**src/common/lane_seq_pkg.sv**
```systemverilog
package lane_seq_pkg;

    //////////////////////////////////////////////////////////////////////
    // Sizing
    //////////////////////////////////////////////////////////////////////
    localparam int LANE_NUM   = 8;
    localparam int LANE_SHIFT = $clog2(LANE_NUM);   // vl to per-lane count
    localparam int MEM_DEPTH  = 512;                 // VRF words per lane
    localparam int ADDR_W     = $clog2(MEM_DEPTH);
    localparam int MAX_VL     = 256;
    localparam int VL_W       = $clog2(MAX_VL) + 1;  // Holds MAX_VL itself
    localparam int CNT_W      = 6;                   // Count of 32 plus delay of 31
    localparam int DELAY_W    = 5;
    localparam int OPMODE_W   = 6;
    localparam int IMM_W      = 5;
    localparam int XDATA_W    = 32;
    localparam int BWEN_W     = 4;                   // Bytes per VRF word
    localparam int RD_PORTS   = 2;

    //////////////////////////////////////////////////////////////////////
    // Encodings
    //////////////////////////////////////////////////////////////////////
    typedef enum logic [1:0] {
        SEW8  = 2'd0,
        SEW16 = 2'd1,
        SEW32 = 2'd2
    } sew_e;

    typedef enum logic [1:0] {
        ARITH = 2'd0,
        STORE = 2'd1,
        LOAD  = 2'd2
    } inst_kind_e;

    // Command to one address generator
    typedef enum logic [1:0] {
        HOLD       = 2'd0,
        LOAD_START = 2'd1,
        STEP       = 2'd2
    } gen_mode_e;

    //////////////////////////////////////////////////////////////////////
    // Bundles
    //////////////////////////////////////////////////////////////////////
    typedef struct packed {
        inst_kind_e                      kind;
        logic [VL_W-1:0]                 vl;
        sew_e                            sew;
        logic [DELAY_W-1:0]              inst_delay;   // ALU pipeline depth
        logic [ADDR_W-1:0]               waddr_start;
        logic [RD_PORTS-1:0][ADDR_W-1:0] raddr_start;
        logic [OPMODE_W-1:0]             alu_opmode;
        logic [IMM_W-1:0]                alu_imm;
        logic [XDATA_W-1:0]              alu_x_data;
    } vec_req_t;

    typedef struct packed {
        logic [OPMODE_W-1:0] opmode;
        logic [IMM_W-1:0]    imm;
        logic [XDATA_W-1:0]  x_data;
    } alu_ctrl_t;

    typedef struct packed {
        logic              valid;
        logic [ADDR_W-1:0] addr;
        logic [BWEN_W-1:0] bwen;
    } vrf_wr_t;

    typedef struct packed {
        logic              valid;
        logic [ADDR_W-1:0] addr;
        logic [1:0]        byte_sel;   // Element position inside the word
    } vrf_rd_t;

    typedef struct packed {
        logic [LANE_NUM-1:0][BWEN_W-1:0] bwen;
        logic                            last;
    } load_beat_t;

endpackage

```
**src/addr_gen/vrf_addr_gen.sv**
```systemverilog
`timescale 1ns/1ps

module vrf_addr_gen (
    input  logic                             clk_i,
    input  logic                             rst_i,
    input  lane_seq_pkg::gen_mode_e          mode_i,
    input  logic [lane_seq_pkg::ADDR_W-1:0]  start_addr_i,
    input  lane_seq_pkg::sew_e               sew_i,
    output logic [lane_seq_pkg::ADDR_W-1:0]  addr_o,
    output logic [lane_seq_pkg::BWEN_W-1:0]  bwen_o,
    output logic [1:0]                       byte_sel_o
);
    import lane_seq_pkg::*;

    logic [ADDR_W-1:0] addr_q;
    logic [1:0]        pos_q;        // Byte offset of the current element
    logic [2:0]        elem_bytes;
    logic [2:0]        pos_inc;
    logic              word_full;

    always_comb begin
        case (sew_i)
            SEW8:    elem_bytes = 3'd1;
            SEW16:   elem_bytes = 3'd2;
            default: elem_bytes = 3'd4;
        endcase
    end

    assign pos_inc   = {1'b0, pos_q} + elem_bytes;
    assign word_full = pos_inc[2];   // Carry out of the byte offset

    //////////////////////////////////////////////////////////////////////
    // Word address and position
    //////////////////////////////////////////////////////////////////////
    always_ff @(posedge clk_i) begin
        if (!rst_i) begin
            addr_q <= '0;
            pos_q  <= '0;
        end else begin
            case (mode_i)
                LOAD_START: begin
                    addr_q <= start_addr_i;
                    pos_q  <= '0;
                end
                STEP: begin
                    pos_q <= pos_inc[1:0];
                    if (word_full) begin
                        addr_q <= addr_q + 1'b1;
                    end
                end
                default: begin
                    addr_q <= addr_q;
                    pos_q  <= pos_q;
                end
            endcase
        end
    end

    // Byte enables for the element at pos_q
    always_comb begin
        case (sew_i)
            SEW8:    bwen_o = 4'b0001 << pos_q;
            SEW16:   bwen_o = pos_q[1] ? 4'b1100 : 4'b0011;
            default: bwen_o = 4'b1111;
        endcase
    end

    assign addr_o     = addr_q;
    assign byte_sel_o = pos_q;

endmodule

```
**src/rtl/elem_counter.sv**
```systemverilog
`timescale 1ns/1ps

module elem_counter (
    input  logic                             clk_i,
    input  logic                             rst_i,
    input  logic                             clear_i,
    input  logic                             en_i,
    input  logic [lane_seq_pkg::CNT_W-1:0]   n_elems_i,
    input  logic [lane_seq_pkg::DELAY_W-1:0] delay_i,
    input  logic                             write_phase_en_i,
    output logic                             rd_phase_o,
    output logic                             wr_phase_o,
    output logic                             done_o
);
    import lane_seq_pkg::*;

    logic [CNT_W-1:0] cnt_q;
    logic [CNT_W:0]   cnt_ext;
    logic [CNT_W:0]   cnt_next;
    logic [CNT_W:0]   n_ext;
    logic [CNT_W:0]   delay_ext;
    logic [CNT_W:0]   wr_end;     // N + D, first count past the writes
    logic [CNT_W:0]   phase_end;

    always_ff @(posedge clk_i) begin
        if (!rst_i) begin
            cnt_q <= '0;
        end else if (clear_i) begin
            cnt_q <= '0;
        end else if (en_i) begin
            cnt_q <= cnt_q + 1'b1;
        end
    end

    // One extra bit so N + D never wraps
    assign cnt_ext   = {1'b0, cnt_q};
    assign cnt_next  = cnt_ext + 1'b1;
    assign n_ext     = {1'b0, n_elems_i};
    assign delay_ext = {{(CNT_W + 1 - DELAY_W){1'b0}}, delay_i};
    assign wr_end    = n_ext + delay_ext;

    // STORE ends with its reads, ARITH with its writes
    assign phase_end = write_phase_en_i ? wr_end : n_ext;

    assign rd_phase_o = cnt_ext < n_ext;
    assign wr_phase_o = write_phase_en_i && (cnt_ext >= delay_ext) && (cnt_ext < wr_end);

    // Also covers an empty vector, which finishes on its first count
    assign done_o = cnt_next >= phase_end;

endmodule

```
**src/rtl/lane_seq_fsm.sv**
```systemverilog
`timescale 1ns/1ps

module lane_seq_fsm (
    input  logic                              clk_i,
    input  logic                              rst_i,
    input  lane_seq_pkg::vec_req_t            req_i,
    input  logic                              req_valid_i,
    output logic                              req_ready_o,
    input  logic                              rd_phase_i,
    input  logic                              wr_phase_i,
    input  logic                              done_i,
    input  logic                              load_valid_i,
    input  logic                              load_last_i,
    output logic                              load_ready_o,
    output logic                              cnt_clear_o,
    output logic                              cnt_en_o,
    output logic                              wr_phase_en_o,
    output logic [lane_seq_pkg::CNT_W-1:0]    n_elems_o,
    output logic [lane_seq_pkg::DELAY_W-1:0]  delay_o,
    output lane_seq_pkg::sew_e                sew_o,
    output lane_seq_pkg::gen_mode_e           wgen_mode_o,
    output lane_seq_pkg::gen_mode_e           rgen_mode_o,
    output logic                              rd_valid_o,
    output logic                              wr_valid_o,
    output logic                              store_valid_o,
    output lane_seq_pkg::alu_ctrl_t           alu_o
);
    import lane_seq_pkg::*;

    typedef enum logic [1:0] {
        S_IDLE,
        S_RUN,    // ARITH and STORE, paced by the element counter
        S_LOAD    // Paced by the load port
    } state_e;

    state_e           state_q, state_d;
    inst_kind_e       kind_q;
    logic [CNT_W-1:0] n_elems_q;
    logic [DELAY_W-1:0] delay_q;
    sew_e             sew_q;
    alu_ctrl_t        alu_q;
    logic             load_wr_q;   // Beat taken last cycle, write goes out now
    logic             accept;
    logic             beat_xfer;
    logic             run_rd;
    logic             run_wr;
    logic [VL_W:0]    vl_round;
    logic [VL_W:0]    n_calc;

    assign accept    = req_valid_i && req_ready_o;
    assign beat_xfer = load_valid_i && load_ready_o;

    // Per-lane count, vl / LANE_NUM rounded up
    assign vl_round = {1'b0, req_i.vl} + (VL_W + 1)'(LANE_NUM - 1);
    assign n_calc   = vl_round >> LANE_SHIFT;

    //////////////////////////////////////////////////////////////////////
    // State register
    //////////////////////////////////////////////////////////////////////
    always_comb begin
        state_d = state_q;
        case (state_q)
            S_IDLE: begin
                if (accept) begin
                    state_d = (req_i.kind == LOAD) ? S_LOAD : S_RUN;
                end
            end
            S_RUN:   if (done_i) state_d = S_IDLE;
            S_LOAD:  if (beat_xfer && load_last_i) state_d = S_IDLE;
            default: state_d = S_IDLE;
        endcase
    end

    always_ff @(posedge clk_i) begin
        if (!rst_i) begin
            state_q   <= S_IDLE;
            kind_q    <= ARITH;
            load_wr_q <= 1'b0;
        end else begin
            state_q   <= state_d;
            load_wr_q <= beat_xfer;
            if (accept) kind_q <= req_i.kind;
        end
    end

    // Instruction fields, sampled only on acceptance
    always_ff @(posedge clk_i) begin
        if (accept) begin
            n_elems_q    <= n_calc[CNT_W-1:0];
            delay_q      <= req_i.inst_delay;
            sew_q        <= (req_i.kind == LOAD) ? SEW32 : req_i.sew;  // One word per beat
            alu_q.opmode <= req_i.alu_opmode;
            alu_q.imm    <= req_i.alu_imm;
            alu_q.x_data <= req_i.alu_x_data;
        end
    end

    //////////////////////////////////////////////////////////////////////
    // Counter and generator steering
    //////////////////////////////////////////////////////////////////////
    assign run_rd = (state_q == S_RUN) && rd_phase_i;
    assign run_wr = (state_q == S_RUN) && wr_phase_i;

    always_comb begin
        rgen_mode_o = HOLD;
        wgen_mode_o = HOLD;
        if (accept) begin
            rgen_mode_o = LOAD_START;
            wgen_mode_o = LOAD_START;
        end else begin
            if (run_rd) rgen_mode_o = STEP;
            if (run_wr || load_wr_q) wgen_mode_o = STEP;   // Advance after each write
        end
    end

    assign req_ready_o   = (state_q == S_IDLE) && !load_wr_q;  // Last load write pending
    assign load_ready_o  = (state_q == S_LOAD);
    assign cnt_clear_o   = accept;
    assign cnt_en_o      = (state_q == S_RUN);
    assign wr_phase_en_o = (kind_q == ARITH);
    assign n_elems_o     = n_elems_q;
    assign delay_o       = delay_q;
    assign sew_o         = sew_q;
    assign rd_valid_o    = run_rd;
    assign wr_valid_o    = run_wr || load_wr_q;
    assign store_valid_o = run_rd && (kind_q == STORE);
    assign alu_o         = alu_q;

endmodule

```
**src/rtl/lane_seq_top.sv**
```systemverilog
`timescale 1ns/1ps

module lane_seq_top (
    input  logic                                                clk_i,
    input  logic                                                rst_i,
    input  lane_seq_pkg::vec_req_t                              req_i,
    input  logic                                                req_valid_i,
    output logic                                                req_ready_o,
    input  lane_seq_pkg::load_beat_t                            load_i,
    input  logic                                                load_valid_i,
    output logic                                                load_ready_o,
    output lane_seq_pkg::vrf_wr_t [lane_seq_pkg::LANE_NUM-1:0]  wr_o,
    output lane_seq_pkg::vrf_rd_t [lane_seq_pkg::RD_PORTS-1:0]  rd_o,
    output logic                                                store_valid_o,
    output lane_seq_pkg::alu_ctrl_t                             alu_o
);
    import lane_seq_pkg::*;

    logic               cnt_clear;
    logic               cnt_en;
    logic               wr_phase_en;
    logic [CNT_W-1:0]   n_elems;
    logic [DELAY_W-1:0] delay;
    sew_e               sew;
    gen_mode_e          wgen_mode;
    gen_mode_e          rgen_mode;
    logic               rd_phase;
    logic               wr_phase;
    logic               done;
    logic               rd_valid;
    logic               wr_valid;

    logic [ADDR_W-1:0]                 waddr;
    logic [BWEN_W-1:0]                 wgen_bwen;
    logic [RD_PORTS-1:0][ADDR_W-1:0]   raddr;
    logic [RD_PORTS-1:0][1:0]          rbyte_sel;

    logic [LANE_NUM-1:0][BWEN_W-1:0]   beat_bwen_q;
    logic                              beat_vld_q;

    //////////////////////////////////////////////////////////////////////
    // Control
    //////////////////////////////////////////////////////////////////////
    lane_seq_fsm u_fsm (
        .clk_i         (clk_i),
        .rst_i         (rst_i),
        .req_i         (req_i),
        .req_valid_i   (req_valid_i),
        .req_ready_o   (req_ready_o),
        .rd_phase_i    (rd_phase),
        .wr_phase_i    (wr_phase),
        .done_i        (done),
        .load_valid_i  (load_valid_i),
        .load_last_i   (load_i.last),
        .load_ready_o  (load_ready_o),
        .cnt_clear_o   (cnt_clear),
        .cnt_en_o      (cnt_en),
        .wr_phase_en_o (wr_phase_en),
        .n_elems_o     (n_elems),
        .delay_o       (delay),
        .sew_o         (sew),
        .wgen_mode_o   (wgen_mode),
        .rgen_mode_o   (rgen_mode),
        .rd_valid_o    (rd_valid),
        .wr_valid_o    (wr_valid),
        .store_valid_o (store_valid_o),
        .alu_o         (alu_o)
    );

    elem_counter u_cnt (
        .clk_i            (clk_i),
        .rst_i            (rst_i),
        .clear_i          (cnt_clear),
        .en_i             (cnt_en),
        .n_elems_i        (n_elems),
        .delay_i          (delay),
        .write_phase_en_i (wr_phase_en),
        .rd_phase_o       (rd_phase),
        .wr_phase_o       (wr_phase),
        .done_o           (done)
    );

    //////////////////////////////////////////////////////////////////////
    // Address generators
    //////////////////////////////////////////////////////////////////////
    vrf_addr_gen u_wgen (
        .clk_i        (clk_i),
        .rst_i        (rst_i),
        .mode_i       (wgen_mode),
        .start_addr_i (req_i.waddr_start),
        .sew_i        (sew),
        .addr_o       (waddr),
        .bwen_o       (wgen_bwen),
        .byte_sel_o   ()                // Writes carry bwen only
    );

    for (genvar p = 0; p < RD_PORTS; p++) begin : g_rgen
        vrf_addr_gen u_rgen (
            .clk_i        (clk_i),
            .rst_i        (rst_i),
            .mode_i       (rgen_mode),
            .start_addr_i (req_i.raddr_start[p]),
            .sew_i        (sew),
            .addr_o       (raddr[p]),
            .bwen_o       (),           // Reads carry byte_sel only
            .byte_sel_o   (rbyte_sel[p])
        );
    end

    // Load beat is written out on the cycle after it is taken
    always_ff @(posedge clk_i) begin
        if (!rst_i) begin
            beat_vld_q <= 1'b0;
        end else begin
            beat_vld_q <= load_valid_i && load_ready_o;
        end
    end

    always_ff @(posedge clk_i) begin
        if (load_valid_i && load_ready_o) begin
            beat_bwen_q <= load_i.bwen;
        end
    end

    //////////////////////////////////////////////////////////////////////
    // VRF command assembly
    //////////////////////////////////////////////////////////////////////
    always_comb begin
        for (int i = 0; i < LANE_NUM; i++) begin
            wr_o[i].valid = wr_valid;
            wr_o[i].addr  = waddr;                                   // Shared by all lanes
            wr_o[i].bwen  = beat_vld_q ? beat_bwen_q[i] : wgen_bwen;
        end
    end

    always_comb begin
        for (int p = 0; p < RD_PORTS; p++) begin
            rd_o[p].addr     = raddr[p];
            rd_o[p].byte_sel = rbyte_sel[p];
        end
        rd_o[0].valid = rd_valid;
        rd_o[1].valid = rd_valid && !store_valid_o;   // STORE uses one stream
    end

endmodule

```
**config.mk**
```make
export PLATFORM = sky130hd
export DESIGN_NAME = lane_seq_top
export DESIGN_NICKNAME = d
export VERILOG_FILES = /design/src/common/lane_seq_pkg.sv /design/src/addr_gen/vrf_addr_gen.sv /design/src/rtl/elem_counter.sv /design/src/rtl/lane_seq_fsm.sv /design/src/rtl/lane_seq_top.sv
export SDC_FILE = /design/constraint.sdc
export NUM_CORES = 1
export LEC_CHECK = 0
export BUFFER_PORTS_ARGS = -buffer_cell sky130_fd_sc_hd__buf_4
export CAP_MARGIN = 40
export CORE_ASPECT_RATIO = 0.9
export CORE_MARGIN = 2
export CORE_UTILIZATION = 30
export DETAILED_ROUTE_END_ITERATION = 8
export GPL_TIMING_DRIVEN = 0
export PLACE_DENSITY = 0.55
export REMOVE_ABC_BUFFERS = 1
export SKIP_LAST_GASP = 1
export SLEW_MARGIN = 15
export SYNTH_ARGS = -nofsm -noshare
export SYNTH_HDL_FRONTEND = slang
export SYNTH_SLANG_ARGS = --single-unit
```
**constraint.sdc**
```tcl
create_clock -name clk_i -period 8.9 [get_ports clk_i]
set_input_delay 0.89 -clock clk_i [delete_from_list [all_inputs] [get_ports clk_i]]
set_output_delay 0.89 -clock clk_i [all_outputs]
set_load 0.01 [all_outputs]
```
==> implementation parameters, run 1 <==
Parameter                              Value

Detailed routing
  TritonRoute pass-1 iters    5
  Detailed-route wire length per cell    17.2 um
  Via count    5971
  Antenna viol nets, final    0
  Number of DRC markers after the initial detailed-route iteration    564
  Drc violations    0
  Vias per inst    4.89
  Final wirelength    21100 um

Cells and area
  Area growth from synthesis to layout    37.1%
  Area used by sequential logic in the layout    0.00352 mm^2
  Post-route cell area    0.00992 mm^2
  Share of post-route cells with drive strength above 1    39.8%
  Layout net count    1072
  Core utilization of the finished layout    42.2%
  Final standard cell count with taps included and fillers excluded    1222
  Antenna cells    0
  Area used by multi-input combinational logic    0.00297 mm^2
  Count of fill cells added during filler insertion    2262

Global route
  Maximum number of pins on one net before global-route repair    60
  Global-route wire length before repair    31200 um
  Overflow left after global routing    0
  Total global-route track usage    15.9%
  Via count of the first global-routing pass    5671
  Initial antenna violation count    0

STA
  Final cycle utilization of the critical path    56.9%
  Final critical delay including setup and external delays    5060 ps
  Worst Tran Pin Value    834 ps
  Total setup violations reported at the end of the flow    0
  Fmax    0.197 GHz
  Worst Skew    14.6 ps
  WHS    478 ps
  Relative slew slack    44.4%
  Final Hold Fails    0
  Unrepaired setup endpoints after global routing    no
  Slew Viols, Final    0
  Final TNS setup    0 ps

Synth
  Sequential fraction of the synthesis area    48.7%
  Most frequent cell after synthesis    sky130_fd_sc_hd__edfxtp_1
  Top cells by count, synth    88 x sky130_fd_sc_hd__edfxtp_1, 72 x sky130_fd_sc_hd__buf_4, 52 x sky130_fd_sc_hd__nand2_1
  Cell type with the largest total area after synthesis    sky130_fd_sc_hd__edfxtp_1
  Cells after Synth    675
  Proportion of register bits with asynchronous set or reset after synthesis    0%
  Largest cells by area after synthesis    sky130_fd_sc_hd__edfxtp_1 37%, sky130_fd_sc_hd__dfxtp_1 12%, sky130_fd_sc_hd__buf_4 7.5%
  Primary flip-flop cell chosen by synthesis mapping    sky130_fd_sc_hd__edfxtp_1
  Count of distinct cell types in the synthesized netlist    57
  Synthesized area divided by synthesized cell count    10.7 um^2
  Number of flip-flops and latches in the synthesized netlist    132
  Netlist area before placement    0.00724 mm^2
  Syn. warnings    0
  Share of Yosys cell area claimed by the top area cell type    36.5%
  Number of synthesized flops with an enable pin    88

Clock network
  Buffers from clock root to sink, at most    2
  CTS sink count    132
  Post-cts gate resize count    0
  Clock tree root buffer cell    sky130_fd_sc_hd__clkbuf_16
  Register clock-pin slew on the reported worst setup and hold paths    70 ps
  Depth of the CTS H-tree    4
  TritonCTS Buffers    17
  Clock latency of the later-clocked register in the worst-skew pair    430 ps
  Post-CTS Repair Setup Buffers    0
  Hold_buf cts    0
  TritonCTS clock tree    done

Hold path
  Count of cells along the worst hold path    2
  Hold/Removal Path Class    reg -> reg

Power and ir drop
  Worst voltage drop across the vdd grid    92.0 uV
  P_leak    4.47 nW
  Net load switching power    0.744 mW
  Register share of total power    37.6%
  Internal power    1.45 mW
  Pwr dens    221 mW/mm^2
  Share of total power consumed by net switching    33.8%
  Clock share of power    31.7%
  Gate power share    30.7%

Place
  Weighted congestion at the end of routability-driven global placement    0.796
  Number of placed cells counting well taps    1190
  Final HPWL DP    15600 um
  Number of buffers added on ports    306
  Dpl cell area    0.00934 mm^2

Floorplan
  Top-level port count    307
  Die extent in x    168 um
  Starting utilization of the core area    30.7%
  Core outline area    0.0235 mm^2
  Vertical die dimension    151 um
  Die ar.    0.0254 mm^2
  Row count    53

Critical path
  Worst-case reg-to-reg path depth    13
  Type of element launching the critical path    flop
  Peak fanout along the critical path    8
  Crit end category    output pin
  Classification of the worst setup path    reg -> out
  Critical Path AT    4170 ps
  Req. time, crit path    8010 ps

Run
  Max Cap Viol    0

Outcome
  Result of the run    complete, no violations
-- metrics by stage --
stage	worst slack (ps)	power (mW)
finish	3840	2.20
global route	3580	2.31
CTS	3810	2.22
detailed placement	4290	1.52
global placement	2150	1.51
floorplan	4520	1.15
-- registers in the layout (all words and copies together), names as in the netlist --
| signal | count |
|---|---|
| u_fsm.alu_o | 43 |
| beat_bwen_q | 32 |
| g_rgen.u_rgen.addr_o | 18 |
| u_wgen.addr_o | 9 |
| u_cnt.cnt_q | 6 |
| u_fsm.n_elems_o | 6 |
| u_fsm.delay_o | 5 |
| g_rgen.u_rgen.byte_sel_o | 4 |
| u_fsm.kind_q | 2 |
| u_fsm.sew_o | 2 |
| u_fsm.state_q | 2 |
| u_wgen.byte_sel_o | 2 |
| u_fsm.load_wr_q | 1 |
-- path summary, 6_finish.rpt --
check / start / slack (ps) / to
worst max-delay path: u_fsm.n_elems_o[1] / 3840 / wr_o[69]
worst min-delay path: g_rgen[1].u_rgen.addr_o[8] / 480 / g_rgen[1].u_rgen.addr_o[8]
worst max register to register: u_fsm.n_elems_o[1] / 5320 / u_wgen.addr_o[4]
worst min register to register: g_rgen[1].u_rgen.addr_o[8] / 480 / g_rgen[1].u_rgen.addr_o[8]
-- power groups by stage --
| stage | sequential, mW | clock (mW) | combinational, mW |
|---|---|---|---|
| 2_1_floorplan | 0.872 | 0 | 0.280 |
| 3_3_place_gp | 0.844 | 0 | 0.663 |
| 3_5_place_dp | 0.838 | 0 | 0.679 |
| 4_1_cts | 0.826 | 0.715 | 0.682 |
| 5_1_grt | 0.837 | 0.739 | 0.739 |
| 6_report | 0.826 | 0.697 | 0.675 |
-- final cells by class --
cell class	count	area share [%]
clock buffer	17	4.29
clock inverter	15	1.61
inverter	23	0.895
multi-input combinational	422	29.9
sequential	132	35.5
tap	302	3.81
timing repair buffer	311	24.0
-- metal layers --
metal	routed length (um)	part of all wire (%)	GRT usage [%]
met1	9150	43	20.7
met2	9920	47	25.0
met3	1840	8.7	6.32
met4	168	0.80	3.83
met5	0	0	0
-- critical path, stage by stage, from the launching register on --
cell and delay (ps):
sky130_fd_sc_hd__edfxtp_1 470, sky130_fd_sc_hd__ha_1 330, sky130_fd_sc_hd__a21o_1 190, sky130_fd_sc_hd__a21oi_1 210
sky130_fd_sc_hd__o21bai_1 90, sky130_fd_sc_hd__a21oi_1 270, sky130_fd_sc_hd__xnor2_1 110, sky130_fd_sc_hd__ha_1 300
sky130_fd_sc_hd__inv_1 50, sky130_fd_sc_hd__o2111a_4 300, sky130_fd_sc_hd__o21ai_2 170, sky130_fd_sc_hd__a21oi_1 220
sky130_fd_sc_hd__nor2_1 520, sky130_fd_sc_hd__inv_1 290, sky130_fd_sc_hd__buf_4 230
-- cell usage in the layout, fill, tap and decap left out, types with 8 or more instances in the layout --
master                      instances
sky130_fd_sc_hd__nor2b_1           12
sky130_fd_sc_hd__a21oi_1           26
sky130_fd_sc_hd__nor2_1            30
sky130_fd_sc_hd__a22oi_1           17
sky130_fd_sc_hd__buf_4            307
sky130_fd_sc_hd__mux2i_1           16
sky130_fd_sc_hd__nor3_1             8
sky130_fd_sc_hd__nand2_1           51
sky130_fd_sc_hd__o22ai_1           15
sky130_fd_sc_hd__clkbuf_16         17
sky130_fd_sc_hd__xor2_1             9
sky130_fd_sc_hd__dfxtp_1           43
sky130_fd_sc_hd__nand4_1           11
sky130_fd_sc_hd__nand3_1           32
sky130_fd_sc_hd__ha_1              36
sky130_fd_sc_hd__and3_1             9
sky130_fd_sc_hd__xnor2_1           14
sky130_fd_sc_hd__edfxtp_1          88
sky130_fd_sc_hd__a21o_1            41
sky130_fd_sc_hd__inv_1             21
-- cell families (layout without fill, tap and decap cells) --
family | after synthesis | in the layout | share of synthesized area, %
AOI/OAI and AO/OA | 161 | 161 | 16.2
DFF | 132 | 132 | 48.7
buffers and inverters | 121 | 366 | 10.3
and+or+nand+nor | 179 | 179 | 12.0
xor gates and xnor gates | 23 | 23 | 2.78
adders and majority gates | 40 | 40 | 7.33
muxes | 19 | 19 | 2.68
Power figures use the tool's default switching activity.
==> run 2: changes to the inputs <==
==> constraint.sdc (replaced) <==
create_clock -name clk_i -period 4.9 [get_ports clk_i]
set_input_delay 0.49 -clock clk_i [delete_from_list [all_inputs] [get_ports clk_i]]
set_output_delay 0.49 -clock clk_i [all_outputs]
set_load 0.01 [all_outputs]
==> run 2 against run 1 <==
Clock power is 82% higher. Worst setup slack worse by 3400 ps. Design area hardly changed. Sequential power is 82% higher. Critical path depth stayed put. Non-clock buffer count stayed put. Sequential cell count stayed put. Critical path type unchanged. Largest cell class unchanged. Largest power group unchanged.
==> implementation parameters, run 2 (same netlist as run 1, synthesis figures left out) <==
Parameter                              Value

Outcome
  Result of the run    complete, no violations

Critical path
  Classification of the worst setup path    reg -> out
  Cell with the largest stage delay on the worst path    sky130_fd_sc_hd__edfxtp_1
  Worst-case reg-to-reg path depth    10
  Peak fanout along the critical path    8
  Critical path's top delay family    compound AO/OA/AOI/OAI gates
  Type of element launching the critical path    flop
  Most numerous cell on the critical path    sky130_fd_sc_hd__a21oi_1
  Req. time, crit path    4410 ps
  Crit end category    output pin
  Crit path cell chain    ha_1, a21o_1, a21oi_1, o21bai_1, a21oi_1, xnor2_1, ha_1, inv_1, o2111a_4, o21ai_2, a21oi_1, nor2_2, inv_1, buf_4
  Endpoint of the worst-slack reg-to-reg timing path    u_wgen.addr_o[4]
  Worst reg-to-reg setup slack    1420 ps
  R2r startpoint    u_fsm.load_wr_q
  Critical Path AT    3960 ps
  Largest stage delay on the critical path    470 ps
  Buffer and inverter count on the worst path    3

STA
  Final TNS setup    0 ps
  Total setup violations reported at the end of the flow    0
  Fmax    0.225 GHz
  Final critical delay including setup and external delays    4450 ps
  Worst Skew    14.4 ps
  Relative slew slack    44.1%
  Final cycle utilization of the critical path    90.8%
  Slew Viols, Final    0
  Final Hold Fails    0
  Worst Tran Pin Value    838 ps
  Unrepaired setup endpoints after global routing    no
  WHS    235 ps

Place
  Number of buffers added on ports    306
  Weighted congestion at the end of routability-driven global placement    0.796
  Final HPWL DP    15600 um

Floorplan
  Row count    53
  Top-level port count    307
  Starting utilization of the core area    30.7%
  Vertical die dimension    151 um
  Die ar.    0.0254 mm^2
  Core outline area    0.0235 mm^2
  Die extent in x    168 um

Clock network
  Depth of the CTS H-tree    4
  Clock latency of the later-clocked register in the worst-skew pair    430 ps
  Register clock-pin slew on the reported worst setup and hold paths    70 ps
  Buffers from clock root to sink, at most    2
  CTS sink count    132
  TritonCTS Buffers    17
  Hold_buf cts    0
  TritonCTS clock tree    done
  Clock tree root buffer cell    sky130_fd_sc_hd__clkbuf_16

Detailed routing
  Final wirelength    21100 um
  Antenna viol nets, final    0
  Number of DRC markers after the initial detailed-route iteration    562
  Detailed-route wire length per cell    17.2 um
  Vias per inst    4.88
  Via count    5960
  TritonRoute pass-1 iters    5
  Drc violations    0

Power and ir drop
  Pwr dens    402 mW/mm^2
  Worst voltage drop across the vdd grid    168 uV
  Power consumption    3.99 mW
  P_leak    4.47 nW

Global route
  Global-route wire length before repair    31200 um
  Initial antenna violation count    0
  Maximum number of pins on one net before global-route repair    60
  Total global-route track usage    15.9%
  Overflow left after global routing    0
  Via count of the first global-routing pass    5671

Cells and area
  Count of fill cells added during filler insertion    2261
  Layout net count    1072
  Core utilization of the finished layout    42.2%
  Number of flip-flops in the largest register    43
  Area used by sequential logic in the layout    0.00352 mm^2
  Antenna cells    0
  Share of post-route cells with drive strength above 1    39.9%
  Highest-count cells in the layout ignoring fill and taps    307 x sky130_fd_sc_hd__buf_4, 88 x sky130_fd_sc_hd__edfxtp_1, 51 x sky130_fd_sc_hd__nand2_1
  Area used by multi-input combinational logic    0.00297 mm^2
  Area growth from synthesis to layout    37.2%
  Most common library cell in the layout ignoring fill and taps    sky130_fd_sc_hd__buf_4

Run
  Max Cap Viol    0

Hold path
  Count of cells along the worst hold path    1
  Source of the worst hold timing path    req_i[4]
  Hold endpoint    u_fsm.alu_o[4]
  Hold/Removal Path Class    in -> reg
## run 2: changes by cell type in the layout (fill, tap and decap cells not counted)
cell and change:
sky130_fd_sc_hd__nor2_1 -1, sky130_fd_sc_hd__nor2_2 +1
## run 2: metrics by stage
step / cell area, um^2 / instances / setup slack, ps
3_3_place_gp: 9250 / 1185 / -1850
4_1_cts: 9920 / 1222 / 214
5_1_grt: 9930 / 1222 / 221
3_5_place_dp: 9340 / 1190 / 687
6_report: 9930 / 1222 / 450
2_1_floorplan: 6580 / 577 / 523
## run 2: cell type report
type	instances	area share, %
flip-flops and latches	132	35.5
multi-input cells	422	29.9
repair buffers	311	24.0
clock buffers	17	4.29
well taps	302	3.81
clock inverters	15	1.61
inverters	23	0.895
## run 2: power breakdown
part	total [mW]	switching, mW	internal [mW]
Sequential	1.50	0.150	1.35
Combinational	1.23	0.621	0.605
Clock	1.27	0.582	0.686
## run 2: worst max path at each step
stage | start | endpoint | slack [ps] | cells past startpoint
2_1_floorplan | u_fsm.load_wr_q | u_wgen.addr_o[2] | 520 | 7
3_3_place_gp | u_fsm.load_wr_q | u_wgen.addr_o[6] | -1850 | 7
3_5_place_dp | u_fsm.n_elems_o[1] | wr_o[69] | 690 | 14
4_1_cts | u_fsm.n_elems_o[1] | wr_o[69] | 210 | 14
5_1_grt | u_fsm.n_elems_o[1] | wr_o[69] | 220 | 14
6_report | u_fsm.n_elems_o[1] | wr_o[69] | 450 | 14
## run 2: per-layer routing
| metal | part of all wire (%) | routed length, um | track usage, % | vias up |
|---|---|---|---|---|
| met5 | 0 | 0 | 0 | - |
| met4 | 0.78 | 165 | 3.83 | 0 |
| met3 | 9.1 | 1930 | 6.32 | 12 |
| met2 | 47 | 9900 | 25.0 | 255 |
| met1 | 43 | 9080 | 20.7 | 2819 |
| li1 | - | - | - | 2874 |
## run 2: repair_timing
action | in CTS | in global routing
resized for setup | 0 | 1
setup endpoints to repair | 0 | 8
hold endpoints to repair | 0 | 0
setup buffers | 0 | 0
## run 2: worst reg2reg max path: stages (launching register included)
cell	delay [ps]
sky130_fd_sc_hd__dfxtp_2	630
sky130_fd_sc_hd__buf_12	260
sky130_fd_sc_hd__nor3_1	100
sky130_fd_sc_hd__nand2_2	530
sky130_fd_sc_hd__inv_4	180
sky130_fd_sc_hd__buf_16	240
sky130_fd_sc_hd__a21oi_1	530
sky130_fd_sc_hd__buf_4	250
sky130_fd_sc_hd__inv_1	70
sky130_fd_sc_hd__o21ai_2	360
sky130_fd_sc_hd__o221ai_1	200
==> run 3: changes to the inputs <==
--- a/config.mk
+++ b/config.mk
@@ -18,4 +18,5 @@
 export SLEW_MARGIN = 15
 export SYNTH_ARGS = -nofsm -noshare
 export SYNTH_HDL_FRONTEND = slang
+export SYNTH_HIERARCHICAL = 1
 export SYNTH_SLANG_ARGS = --single-unit
==> constraint.sdc (replaced) <==
create_clock -name clk_i -period 5.5 [get_ports clk_i]
set_input_delay 0.55 -clock clk_i [delete_from_list [all_inputs] [get_ports clk_i]]
set_output_delay 0.55 -clock clk_i [all_outputs]
set_load 0.01 [all_outputs]
==> run 3 against run 2 <==
Clock power is 15% lower. Critical path depth is 1 higher. Synthesized area is 4.1% higher. Combinational power is 52% lower. Register-to-register slack worse by 280 ps. Die area is 4.0% higher. Synthesized cell count is 1.2% lower. Sequential cell count is 1 higher. Critical path type is now reg -> reg.
==> implementation parameters, run 3 <==
Parameter                              Value

Clock network
  TritonCTS Buffers    17
  Post-cts gate resize count    0
  Clock tree root buffer cell    sky130_fd_sc_hd__clkbuf_16
  Post-CTS Repair Setup Buffers    0
  CTS sink count    133
  TritonCTS clock tree    done
  Hold_buf cts    0
  Buffers from clock root to sink, at most    2
  Depth of the CTS H-tree    4
  Register clock-pin slew on the reported worst setup and hold paths    70 ps
  Clock latency of the later-clocked register in the worst-skew pair    420 ps

Place
  Placement-stage worst setup slack    1130 ps
  Weighted congestion at the end of routability-driven global placement    0.770
  Final HPWL DP    14500 um
  Number of buffers added on ports    306
  Number of placed cells counting well taps    1232
  Dpl cell area    0.00965 mm^2

Cells and area
  Share of post-route cells with drive strength above 1    43.5%
  Layout net count    1078
  Count of fill cells added during filler insertion    2447
  Post-route cell area    0.0102 mm^2
  Most common library cell in the layout ignoring fill and taps    sky130_fd_sc_hd__buf_4
  Area used by multi-input combinational logic    0.00313 mm^2
  Final standard cell count with taps included and fillers excluded    1264
  Core utilization of the finished layout    41.0%
  Number of flip-flops in the largest register    43
  Highest-count cells in the layout ignoring fill and taps    306 x sky130_fd_sc_hd__buf_4, 88 x sky130_fd_sc_hd__edfxtp_1, 48 x sky130_fd_sc_hd__a21oi_1, 48 x sky130_fd_sc_hd__nand2_1, 44 x sky130_fd_sc_hd__dfxtp_1
  Area growth from synthesis to layout    35.5%
  Area used by sequential logic in the layout    0.00354 mm^2
  Antenna cells    0

Critical path
  Critical Path AT    4660 ps
  Buffer and inverter count on the worst path    0
  Largest stage delay on the critical path    650 ps
  Classification of the worst setup path    reg -> reg
  Most numerous cell on the critical path    sky130_fd_sc_hd__ha_1
  Critical path's top delay family    adder cells
  Cell with the largest stage delay on the worst path    sky130_fd_sc_hd__mux2i_4
  Crit end category    flop
  Crit path cell chain    ha_1, fa_1, a21oi_2, o21ai_2, xnor2_1, ha_1, a21oi_1, o21ai_0, a211oi_1, nand2_1, nand2_1, ha_1, mux2i_4, a21oi_1, o221a_2
  Req. time, crit path    5810 ps
  Type of element launching the critical path    flop
  Peak fanout along the critical path    17

Power and ir drop
  Pwr dens    282 mW/mm^2
  Share of total power consumed by net switching    28.0%
  Net load switching power    0.807 mW
  Internal power    2.07 mW
  Clock share of power    37.7%
  Power consumption    2.88 mW
  Gate power share    20.6%
  Worst voltage drop across the vdd grid    171 uV
  P_leak    4.42 nW
  Register share of total power    41.7%

Floorplan
  Die ar.    0.0264 mm^2
  Row count    55
  Vertical die dimension    154 um
  Die extent in x    171 um
  Top-level port count    307
  Starting utilization of the core area    30.2%
  Core outline area    0.0249 mm^2

Synth
  Netlist area before placement    0.00753 mm^2
  Syn. warnings    6
  Synthesized area divided by synthesized cell count    11.3 um^2
  Cells after Synth    667

STA
  Fmax    0.230 GHz
  Worst Skew    21.0 ps
  Final cycle utilization of the critical path    79.2%
  Slew Viols, Final    0
  Final Hold Fails    0
  Unrepaired setup endpoints after global routing    no
  Total setup violations reported at the end of the flow    0
  WHS    298 ps
  Final critical delay including setup and external delays    4360 ps
  Final TNS setup    0 ps
  Worst Tran Pin Value    780 ps
  Relative slew slack    47.8%
  Slack of the critical path    1140 ps

Detailed routing
  Number of DRC markers after the initial detailed-route iteration    213
  Via count    5697
  Drc violations    0
  TritonRoute pass-1 iters    5
  Antenna viol nets, final    0
  Final wirelength    19100 um
  Detailed-route wire length per cell    15.1 um
  Vias per inst    4.51

Global route
  Overflow left after global routing    0
  Maximum number of pins on one net before global-route repair    33
  Initial antenna violation count    0
  Global-route wire length before repair    29400 um
  Via count of the first global-routing pass    5516
  Total global-route track usage    14.3%

Run
  Max Cap Viol    0

Hold path
  Hold/Removal Path Class    in -> reg

Outcome
  Result of the run    complete, no violations
==> run 3: cell types whose count changed in the layout (fill, tap and decap cells not counted), sizes merged, moves of 7 or more <==
cell | previous run | this run
mux2 | 3 | 38
a21o | 41 | 10
a21oi | 26 | 52
nand3 | 32 | 13
a22oi | 17 | 0
o22ai | 15 | 0
o32ai | 0 | 12
o21ai | 11 | 21
clkinv | 4 | 11
o221ai | 7 | 0
or3 | 7 | 0
==> run 3: routing by layer <==
metal	up-vias	part of all wire [%]	track usage, %
li1	2826	-	-
met1	2613	43	18.0
met2	248	46	23.1
met3	10	10	5.40
met4	0	0.76	3.27
met5	-	0	0
==> run 3: final cells by class <==
cell class	count	share of cell area, %
inverter	40	1.47
sequential	133	34.7
clock buffer	18	4.21
clock inverter	14	1.26
multi-input combinational	404	30.7
timing repair buffer	313	23.4
tap	342	4.19
==> run 3: worst paths after layout <==
kind / slack, ps / cells after the start / endpoint / from
setup / recovery: 1140 / 15 / u_wgen/addr_o[0] / u_fsm/n_elems_o[0]
hold / removal: 300 / 1 / u_fsm/alu_o[29] / req_i[29]
setup reg to reg: 1140 / 15 / u_wgen/addr_o[0] / u_fsm/n_elems_o[0]
hold reg to reg: 530 / 2 / g_rgen[0].u_rgen/byte_sel_o[1] / g_rgen[0].u_rgen/byte_sel_o[1]
==> run 3: worst register-to-register path: cells and delay by family, from the launching register on <==
family                   cells  cell delay (ps)
AO/OA/AOI/OAI                7             1190
flip-flops                   1              420
multiplexers                 1              650
AND/OR/NAND/NOR              2              250
XOR/XNOR                     1              200
adder cells (fa/ha/maj)      4             1530
==> run 3: power by group through the flow <==
stage	clock network (mW)	logic, mW	registers (mW)
after detailed placement	0	0.600	1.22
after floorplan	0	0.255	1.25
after global routing	1.16	0.655	1.21
after global placement	0	0.583	1.23
after CTS	1.13	0.601	1.20
final	1.08	0.593	1.20
